==> src/rtl/flitPkg.sv <==
package flitPkg;

  // Flit kind, carried with every flit
  localparam int flitIdWidth = 3;

  localparam logic [flitIdWidth-1:0] flitHead = 3'd1;
  localparam logic [flitIdWidth-1:0] flitBody = 3'd2;
  localparam logic [flitIdWidth-1:0] flitTail = 3'd3;

  // A header's length is the number of extra cycles its port may keep the output
  localparam int lengthWidth = 12;

  localparam int dataWidth = 16;

endpackage
==> src/rtl/arbPkg.sv <==
package arbPkg;

  localparam int numPorts = 5;
  localparam int portWidth = 3;

  // Rotation order is the index order
  localparam logic [portWidth-1:0] portLocal = 3'd0;
  localparam logic [portWidth-1:0] portNorth = 3'd1;
  localparam logic [portWidth-1:0] portEast  = 3'd2;
  localparam logic [portWidth-1:0] portWest  = 3'd3;
  localparam logic [portWidth-1:0] portSouth = 3'd4;

  // One-hot arbiter states, idle in bit 0 and port p in bit p+1
  localparam int stateWidth = 6;

  localparam logic [stateWidth-1:0] stIdle = 6'b000001;
  localparam logic [stateWidth-1:0] stL    = 6'b000010;
  localparam logic [stateWidth-1:0] stN    = 6'b000100;
  localparam logic [stateWidth-1:0] stE    = 6'b001000;
  localparam logic [stateWidth-1:0] stW    = 6'b010000;
  localparam logic [stateWidth-1:0] stS    = 6'b100000;

  // The grant timer counts up to a header length
  localparam int timerWidth = flitPkg::lengthWidth;

endpackage

==> src/rtl/routerOutput.sv <==
module routerOutput
  import flitPkg::*;
  import arbPkg::*;
#(
  parameter int fifoDepth = 4
)
(
  input  logic                   clk,
  input  logic                   rst,
  input  logic                   inWrite  [numPorts],
  input  logic [flitIdWidth-1:0] inFlitId [numPorts],
  input  logic [lengthWidth-1:0] inLength [numPorts],
  input  logic [dataWidth-1:0]   inData   [numPorts],
  output logic                   inFull   [numPorts],
  output logic                   outValid,
  output logic [portWidth-1:0]   outPort,
  output logic [flitIdWidth-1:0] outFlitId,
  output logic [lengthWidth-1:0] outLength,
  output logic [dataWidth-1:0]   outData
);

  logic [flitIdWidth-1:0] headFlitId [numPorts];
  logic [lengthWidth-1:0] headLength [numPorts];
  logic [dataWidth-1:0]   headData   [numPorts];
  logic                   notEmpty   [numPorts];
  logic                   pop        [numPorts];
  logic [stateWidth-1:0]  grant;

  for (genvar p = 0; p < numPorts; p++)
  begin : genQueue
    flitQueue #(
      .fifoDepth (fifoDepth)
    ) queue (
      .clk        (clk),
      .rst        (rst),
      .write      (inWrite[p]),
      .wrFlitId   (inFlitId[p]),
      .wrLength   (inLength[p]),
      .wrData     (inData[p]),
      .pop        (pop[p]),
      .headFlitId (headFlitId[p]),
      .headLength (headLength[p]),
      .headData   (headData[p]),
      .notEmpty   (notEmpty[p]),
      .full       (inFull[p])
    );
  end

  // A queue holding a flit is a request for the output
  portArbiter arbiter (
    .clk        (clk),
    .rst        (rst),
    .req        (notEmpty),
    .headFlitId (headFlitId),
    .headLength (headLength),
    .grant      (grant)
  );

  outputLink link (
    .clk        (clk),
    .rst        (rst),
    .grant      (grant),
    .notEmpty   (notEmpty),
    .headFlitId (headFlitId),
    .headLength (headLength),
    .headData   (headData),
    .pop        (pop),
    .outValid   (outValid),
    .outPort    (outPort),
    .outFlitId  (outFlitId),
    .outLength  (outLength),
    .outData    (outData)
  );

endmodule

==> src/rtl/outputLink.sv <==
module outputLink
  import flitPkg::*;
  import arbPkg::*;
(
  input  logic                   clk,
  input  logic                   rst,
  input  logic [stateWidth-1:0]  grant,
  input  logic                   notEmpty   [numPorts],
  input  logic [flitIdWidth-1:0] headFlitId [numPorts],
  input  logic [lengthWidth-1:0] headLength [numPorts],
  input  logic [dataWidth-1:0]   headData   [numPorts],
  output logic                   pop        [numPorts],
  output logic                   outValid,
  output logic [portWidth-1:0]   outPort,
  output logic [flitIdWidth-1:0] outFlitId,
  output logic [lengthWidth-1:0] outLength,
  output logic [dataWidth-1:0]   outData
);

  logic [portWidth-1:0] selPort;
  logic                 granted;
  logic                 take;

  // Bit 0 of grant is idle, so port p sits at bit p+1
  always_comb
  begin
    selPort = '0;
    granted = 1'b0;
    for (int p = 0; p < numPorts; p++)
    begin
      if (grant[p+1])
      begin
        selPort = portWidth'(p);
        granted = 1'b1;
      end
    end
  end

  assign take = granted && notEmpty[selPort];

  for (genvar p = 0; p < numPorts; p++)
  begin : genPop
    assign pop[p] = take && (selPort == portWidth'(p));
  end

  always_ff @(posedge clk)
  begin
    if (rst)
      outValid <= 1'b0;
    else
      outValid <= take;
  end

  always_ff @(posedge clk)
  begin
    if (take)
    begin
      outPort   <= selPort;
      outFlitId <= headFlitId[selPort];
      outLength <= headLength[selPort];
      outData   <= headData[selPort];
    end
  end

endmodule

==> src/rtl/portArbiter.sv <==
module portArbiter
  import flitPkg::*;
  import arbPkg::*;
(
  input  logic                   clk,
  input  logic                   rst,
  input  logic                   req        [numPorts],
  input  logic [flitIdWidth-1:0] headFlitId [numPorts],
  input  logic [lengthWidth-1:0] headLength [numPorts],
  output logic [stateWidth-1:0]  grant
);

  logic [stateWidth-1:0] state;
  logic [stateWidth-1:0] nextState;
  logic [numPorts-1:0]   reqVec;
  logic [numPorts-1:0]   runTimer;
  logic [numPorts-1:0]   timesUp;
  logic [portWidth-1:0]  curPort;
  logic                  busy;

  function automatic logic [stateWidth-1:0] portState(input logic [portWidth-1:0] port);
    logic [stateWidth-1:0] code;
    case (port)
      portLocal: code = stL;
      portNorth: code = stN;
      portEast:  code = stE;
      portWest:  code = stW;
      portSouth: code = stS;
      default:   code = stIdle;
    endcase
    return code;
  endfunction

  // First requester after from, wrapping round to from itself last
  function automatic logic [stateWidth-1:0] firstAfter(input logic [portWidth-1:0] from,
                                                       input logic [numPorts-1:0] r);
    logic [stateWidth-1:0] result;
    logic                  found;
    int                    idx;
    result = stIdle;
    found  = 1'b0;
    for (int k = 1; k <= numPorts; k++)
    begin
      idx = (int'(from) + k) % numPorts;
      if (r[idx] && !found)
      begin
        result = portState(portWidth'(idx));
        found  = 1'b1;
      end
    end
    return result;
  endfunction

  for (genvar p = 0; p < numPorts; p++)
  begin : genTimer
    assign reqVec[p] = req[p];

    grantTimer timer (
      .clk      (clk),
      .rst      (rst),
      .flitId   (headFlitId[p]),
      .length   (headLength[p]),
      .runTimer (runTimer[p]),
      .timesUp  (timesUp[p])
    );
  end

  always_comb
  begin
    busy    = 1'b1;
    curPort = portLocal;
    case (state)
      stL:     curPort = portLocal;
      stN:     curPort = portNorth;
      stE:     curPort = portEast;
      stW:     curPort = portWest;
      stS:     curPort = portSouth;
      default: busy = 1'b0; // Idle, and any broken code recovers through the idle search
    endcase
  end

  always_comb
  begin
    runTimer = '0;
    if (!busy)
      nextState = firstAfter(portSouth, reqVec); // Search from after S starts at L
    else if (reqVec[curPort] && !timesUp[curPort])
    begin
      nextState         = state;
      runTimer[curPort] = 1'b1;
    end
    else
      nextState = firstAfter(curPort, reqVec);
  end

  always_ff @(posedge clk)
  begin
    if (rst)
      state <= stIdle;
    else
      state <= nextState;
  end

  assign grant = state;

endmodule

==> src/rtl/grantTimer.sv <==
module grantTimer
  import flitPkg::*;
  import arbPkg::*;
(
  input  logic                   clk,
  input  logic                   rst,
  input  logic [flitIdWidth-1:0] flitId,
  input  logic [lengthWidth-1:0] length,
  input  logic                   runTimer,
  output logic                   timesUp
);

  logic [timerWidth-1:0] timeoutLength;
  logic [timerWidth-1:0] count;

  always_ff @(posedge clk)
  begin
    if (rst)
    begin
      timeoutLength <= '0;
      count         <= '0;
    end
    else
    begin
      if (flitId == flitHead)
        timeoutLength <= length; // Last header seen at the queue head sets the limit
      if (runTimer)
        count <= count + 1'b1;
      else
        count <= '0;
    end
  end

  assign timesUp = (count == timeoutLength);

endmodule

==> src/rtl/flitQueue.sv <==
module flitQueue
  import flitPkg::*;
#(
  parameter int fifoDepth = 4
)
(
  input  logic                   clk,
  input  logic                   rst,
  input  logic                   write,
  input  logic [flitIdWidth-1:0] wrFlitId,
  input  logic [lengthWidth-1:0] wrLength,
  input  logic [dataWidth-1:0]   wrData,
  input  logic                   pop,
  output logic [flitIdWidth-1:0] headFlitId,
  output logic [lengthWidth-1:0] headLength,
  output logic [dataWidth-1:0]   headData,
  output logic                   notEmpty,
  output logic                   full
);

  localparam int ptrWidth = $clog2(fifoDepth);

  logic [flitIdWidth-1:0] memFlitId [fifoDepth];
  logic [lengthWidth-1:0] memLength [fifoDepth];
  logic [dataWidth-1:0]   memData   [fifoDepth];

  logic [ptrWidth-1:0] rdPtr;
  logic [ptrWidth-1:0] wrPtr;
  logic [ptrWidth:0]   count;
  logic                doWrite;
  logic                doPop;

  assign notEmpty = (count != '0);
  assign full     = (count == (ptrWidth+1)'(fifoDepth));
  assign doWrite  = write && !full; // A write into a full queue is lost
  assign doPop    = pop && notEmpty;

  assign headFlitId = memFlitId[rdPtr];
  assign headLength = memLength[rdPtr];
  assign headData   = memData[rdPtr];

  always_ff @(posedge clk)
  begin
    if (doWrite)
    begin
      memFlitId[wrPtr] <= wrFlitId;
      memLength[wrPtr] <= wrLength;
      memData[wrPtr]   <= wrData;
    end
  end

  // Pointers wrap on their own since the depth is a power of two
  always_ff @(posedge clk)
  begin
    if (rst)
    begin
      rdPtr <= '0;
      wrPtr <= '0;
      count <= '0;
    end
    else
    begin
      if (doWrite)
        wrPtr <= wrPtr + 1'b1;
      if (doPop)
        rdPtr <= rdPtr + 1'b1;
      if (doWrite && !doPop)
        count <= count + 1'b1;
      else if (doPop && !doWrite)
        count <= count - 1'b1;
    end
  end

endmodule

==> config.mk <==
export PLATFORM = sky130hd
export DESIGN_NAME = routerOutput
export DESIGN_NICKNAME = d
export VERILOG_FILES = /design/src/rtl/flitPkg.sv /design/src/rtl/arbPkg.sv /design/src/rtl/routerOutput.sv /design/src/rtl/outputLink.sv /design/src/rtl/portArbiter.sv /design/src/rtl/grantTimer.sv /design/src/rtl/flitQueue.sv
export SDC_FILE = /design/constraint.sdc
export NUM_CORES = 1
export LEC_CHECK = 0
export ABC_AREA = 1
export BUFFER_PORTS_ARGS = -buffer_cell sky130_fd_sc_hd__buf_4
export CAP_MARGIN = 20
export CELL_PAD_IN_SITES_DETAIL_PLACEMENT = 0
export CELL_PAD_IN_SITES_GLOBAL_PLACEMENT = 1
export CORE_ASPECT_RATIO = 1.75
export CORE_MARGIN = 2
export CORE_UTILIZATION = 32
export DETAILED_ROUTE_END_ITERATION = 7
export HOLD_SLACK_MARGIN = 0.15
export PLACE_DENSITY = 0.59
export SKIP_LAST_GASP = 1
export SLEW_MARGIN = 20
export SYNTH_ARGS = -nofsm -noshare
export SYNTH_HDL_FRONTEND = slang
export SYNTH_SLANG_ARGS = --single-unit
==> constraint.sdc <==
create_clock -name clk -period 4.49 [get_ports clk]
set_clock_uncertainty 0.1 [all_clocks]
set_input_delay 1.347 -clock clk [delete_from_list [all_inputs] [get_ports clk]]
set_output_delay 1.347 -clock clk [all_outputs]
set_load 0.02 [all_outputs]
==> impl_metrics.yaml <==
critical_path:
  startpoint: "arbiter.grant[2]"
  cp-start-kind: "flop"
  cpPeakStageDelay_ns: 0.36
  critPathMaxFanout: 5
  crit_required_ns: 5.03
  r2r_cells: 32
  reg2reg_slack_ns: 0.37
  timing.rr.end: "arbiter.grant[5]"
  critPathCaptureType: "flop"
  crit_arrival_ns: 4.66
  rr_startpoint: "arbiter.grant[2]"
  cp-endpoint: "arbiter.grant[5]"
  crit_type: "flop to flop"
  cp_common_cell: "nand2_1"
  slowest_stage: "dfxtp_2"
yosys:
  synth_area_leaders: "edfxtp_1, dfxtp_1, o21ai_0"
  synthArstFlopShare: 0
  synth_common_cells: "edfxtp_1, nor2_1, nand2_1"
  seq_area_frac_synth: 0.6692
  ys.flop_type: "edfxtp_1"
  avgSynthCellArea_um2: 11.22
  synth_nets: 3292
  post_synth_num_cell_types: 60
  synth-warning-count: 0
  synth-edff-count: 654
  yosys_register_bits: 826
  synth_top_cell_area_share: 0.5694
  synth_area_um2: 34490
  synth_most_common_cell: "edfxtp_1"
  syn_inst: 3074
  synth_area_leader_cell: "edfxtp_1"
floorplanning:
  ios: 202
  core_um2: 107000
  fp.dieArea_um2: 110500
  die_y_um: 438.3
  initial_core_util: 0.3223
  die_x_um: 252.2
  rows: 159
placed_design:
  numPortBuffers: 201
  dp_hpwl_um: 76480
  gp_congestion: 0.8380
  place_area_um2: 38020
pwr:
  power_frac_seq: 0.397
  powerDensity_nw_per_um2: 615.1
  clockPowerShare: 0.293
  swShare: 0.3610
  power_w: 0.02524
  p_sw_w: 0.009111
  combinationalPowerShare: 0.310
  power.internal_w: 0.01613
  leakagePower_nw: 14.81
  vdd_drop_max_v: 0.0003514
route:
  drt_drc_violations_left: 0
  routed_wl_um: 107200
  drtIter0Drc: 1466
  vias: 23640
  wl_met2_um: 57470
  ant_nets: 0
  via_per_inst: 4.983
  wl_met3_um: 4366
  detail_route.first_pass.iterations: 5
  highest_layer: "met5"
  met1_length_um: 40760
  avgRoutedWirePerCell_um: 22.60
layout:
  multi_input_area_um2: 10210
  seqCellArea_um2: 23090
  layout-drive-gt1-share: 0.1566
  syn2layout_area_growth_pct: 18.96
  fillers: 10480
  fin_nets: 3522
  stdcell_area_um2: 41030
  utilization: 0.3834
sta:
  fin_crit_sh: 0.9176
  rsz0062_at_grt: "no"
  slew_violations: 0
  setup_viol: 0
  tns_ns: 0
  fmax_ghz: 0.2427
  relSlewSlack: 0.3613
  hold_violations: 0
  tightest_slew_ns: 0.9507
  whs_ns: 0.3576
  post-route-min-period_ns: 4.120
cts:
  cts_tree: "built"
  cts_hold_buffers: 0
  cts_sinks: 826
  clock_path_buffers: 3
  clk_pin_slew_ns: 0.07
  clkLatencyLatePin_ns: 0.70
  cts_root_buffer: "clkbuf_16"
  cts_buffers: 81
  htree_levels: 3
global_route:
  grt_max_degree: 64
  first_global_vias: 23380
  grt_antenna_before_repair: 7
  grtUsageTotal: 0.1933
  grt_pass1_wl_um: 155000
  overflow: 0
min_path:
  hp-class: "flop to flop"
run_status:
  status: "finished clean"
job:
  maxCapViolations: 0
## sequential cells by signal (all words and copies together) (netlist names), 6 cells and up, named ones only
name,flops
arbiter.genTimer.timer.count,60
arbiter.genTimer.timer.timeoutLength,60
arbiter.grant,6
genQueue.queue.count,15
genQueue.queue.memData,320
genQueue.queue.memFlitId,60
genQueue.queue.memLength,240
genQueue.queue.rdPtr,10
genQueue.queue.wrPtr,10
link.outData,16
link.outLength,12
## metal layers
| layer | GRT usage | vias up |
|---|---|---|
| met1 | 0.2130 | 11630 |
| met5 | 0 | - |
| met4 | 0.08599 | 6 |
| met2 | 0.3618 | 486 |
| met3 | 0.03072 | 168 |
| li1 | - | 11350 |
## cells by family (layout without fill, tap and decap cells)
group | count (synthesis) | in the layout | synth area share
simple gates | 1016 | 1016 | 0.1251
flops | 826 | 826 | 0.6692
compound gates | 739 | 739 | 0.1224
buf+inv | 354 | 652 | 0.03998
xor+xnor | 83 | 83 | 0.02191
fa+ha+maj | 56 | 56 | 0.02140
other cells | 0 | 4 | 0
## cells in the final DEF (no fill, tap or decap), types with 18 or more instances in the layout
cell type	n
a21oi_1	165
a31oi_1	27
a32o_1	31
buf_4	284
clkbuf_16	82
clkinv_1	18
dfxtp_1	164
edfxtp_1	654
ha_1	51
inv_1	186
nand2_1	362
nand2_2	21
nand3_1	61
nand4_1	39
nor2_1	427
nor2_4	19
nor3_1	18
nor3b_1	19
o21ai_0	351
o22ai_1	108
xnor2_1	21
xor2_1	58
## through the flow
stage / std cells / setup slack, ns
after floorplan: 3074 / 0.3052
after global placement: 4583 / 0.07323
after detailed placement: 4583 / 0.02340
after CTS: 4734 / 0.09209
after global routing: 4742 / 0.01019
final: 4744 / 0.3699
## timing repair
action | 4_1_cts | 5_1_grt
buffers inserted | 0 | 6
endpoints found under the setup margin | 2 | 6
gates cloned | 0 | 0
pin swaps | 0 | 6
resized for setup | 1 | 19
endpoints found under the hold margin | 0 | 0
## worst min-delay path by stage
| stage | start | end | slack, ns | cells after the start |
|---|---|---|---|---|
| 6_report | arbiter.genTimer[3].timer.timeoutLength[1] | arbiter.genTimer[3].timer.timeoutLength[1] | 0.36 | 2 |
| 5_1_grt | genQueue[3].queue.rdPtr[1] | flop | 0.38 | 2 |
| 4_1_cts | arbiter.genTimer[2].timer.timeoutLength[4] | arbiter.genTimer[2].timer.timeoutLength[4] | 0.36 | 2 |
| 3_3_place_gp | arbiter.genTimer[3].timer.timeoutLength[4] | arbiter.genTimer[3].timer.timeoutLength[4] | 0.34 | 2 |
| 3_5_place_dp | arbiter.genTimer[2].timer.timeoutLength[4] | arbiter.genTimer[2].timer.timeoutLength[4] | 0.35 | 2 |
| 2_1_floorplan | arbiter.genTimer[3].timer.timeoutLength[5] | arbiter.genTimer[3].timer.timeoutLength[5] | 0.33 | 2 |
## power by group through the flow
stage | Combinational [W] | Clock [W] | Sequential (W)
CTS | 0.00777 | 0.00758 | 0.0100
finish | 0.00782 | 0.00740 | 0.0100
floorplan | 0.00408 | 0 | 0.0102
global placement | 0.00774 | 0 | 0.0102
detailed placement | 0.00775 | 0 | 0.0102
global route | 0.00847 | 0.00784 | 0.0101
## area by class of cell
cell class	count	area share
multi-input cells	1894	0.2489
diodes	4	0.0002440
well taps	1368	0.04172
flip-flops and latches	826	0.5629
repair buffers	295	0.05733
clock inverters	48	0.01650
inverters	206	0.01903
clock buffers	103	0.05340
## worst max-delay path: cells and delay by family, from the launching register on
kind | cells | cell delay, ns
compound gates | 2 | 0.30
xor+xnor | 1 | 0.16
flops | 1 | 0.36
simple gates | 21 | 2.22
fa+ha+maj | 3 | 0.52
buf+inv | 5 | 0.39
No activity file was read; power rests on OpenSTA's default activity.
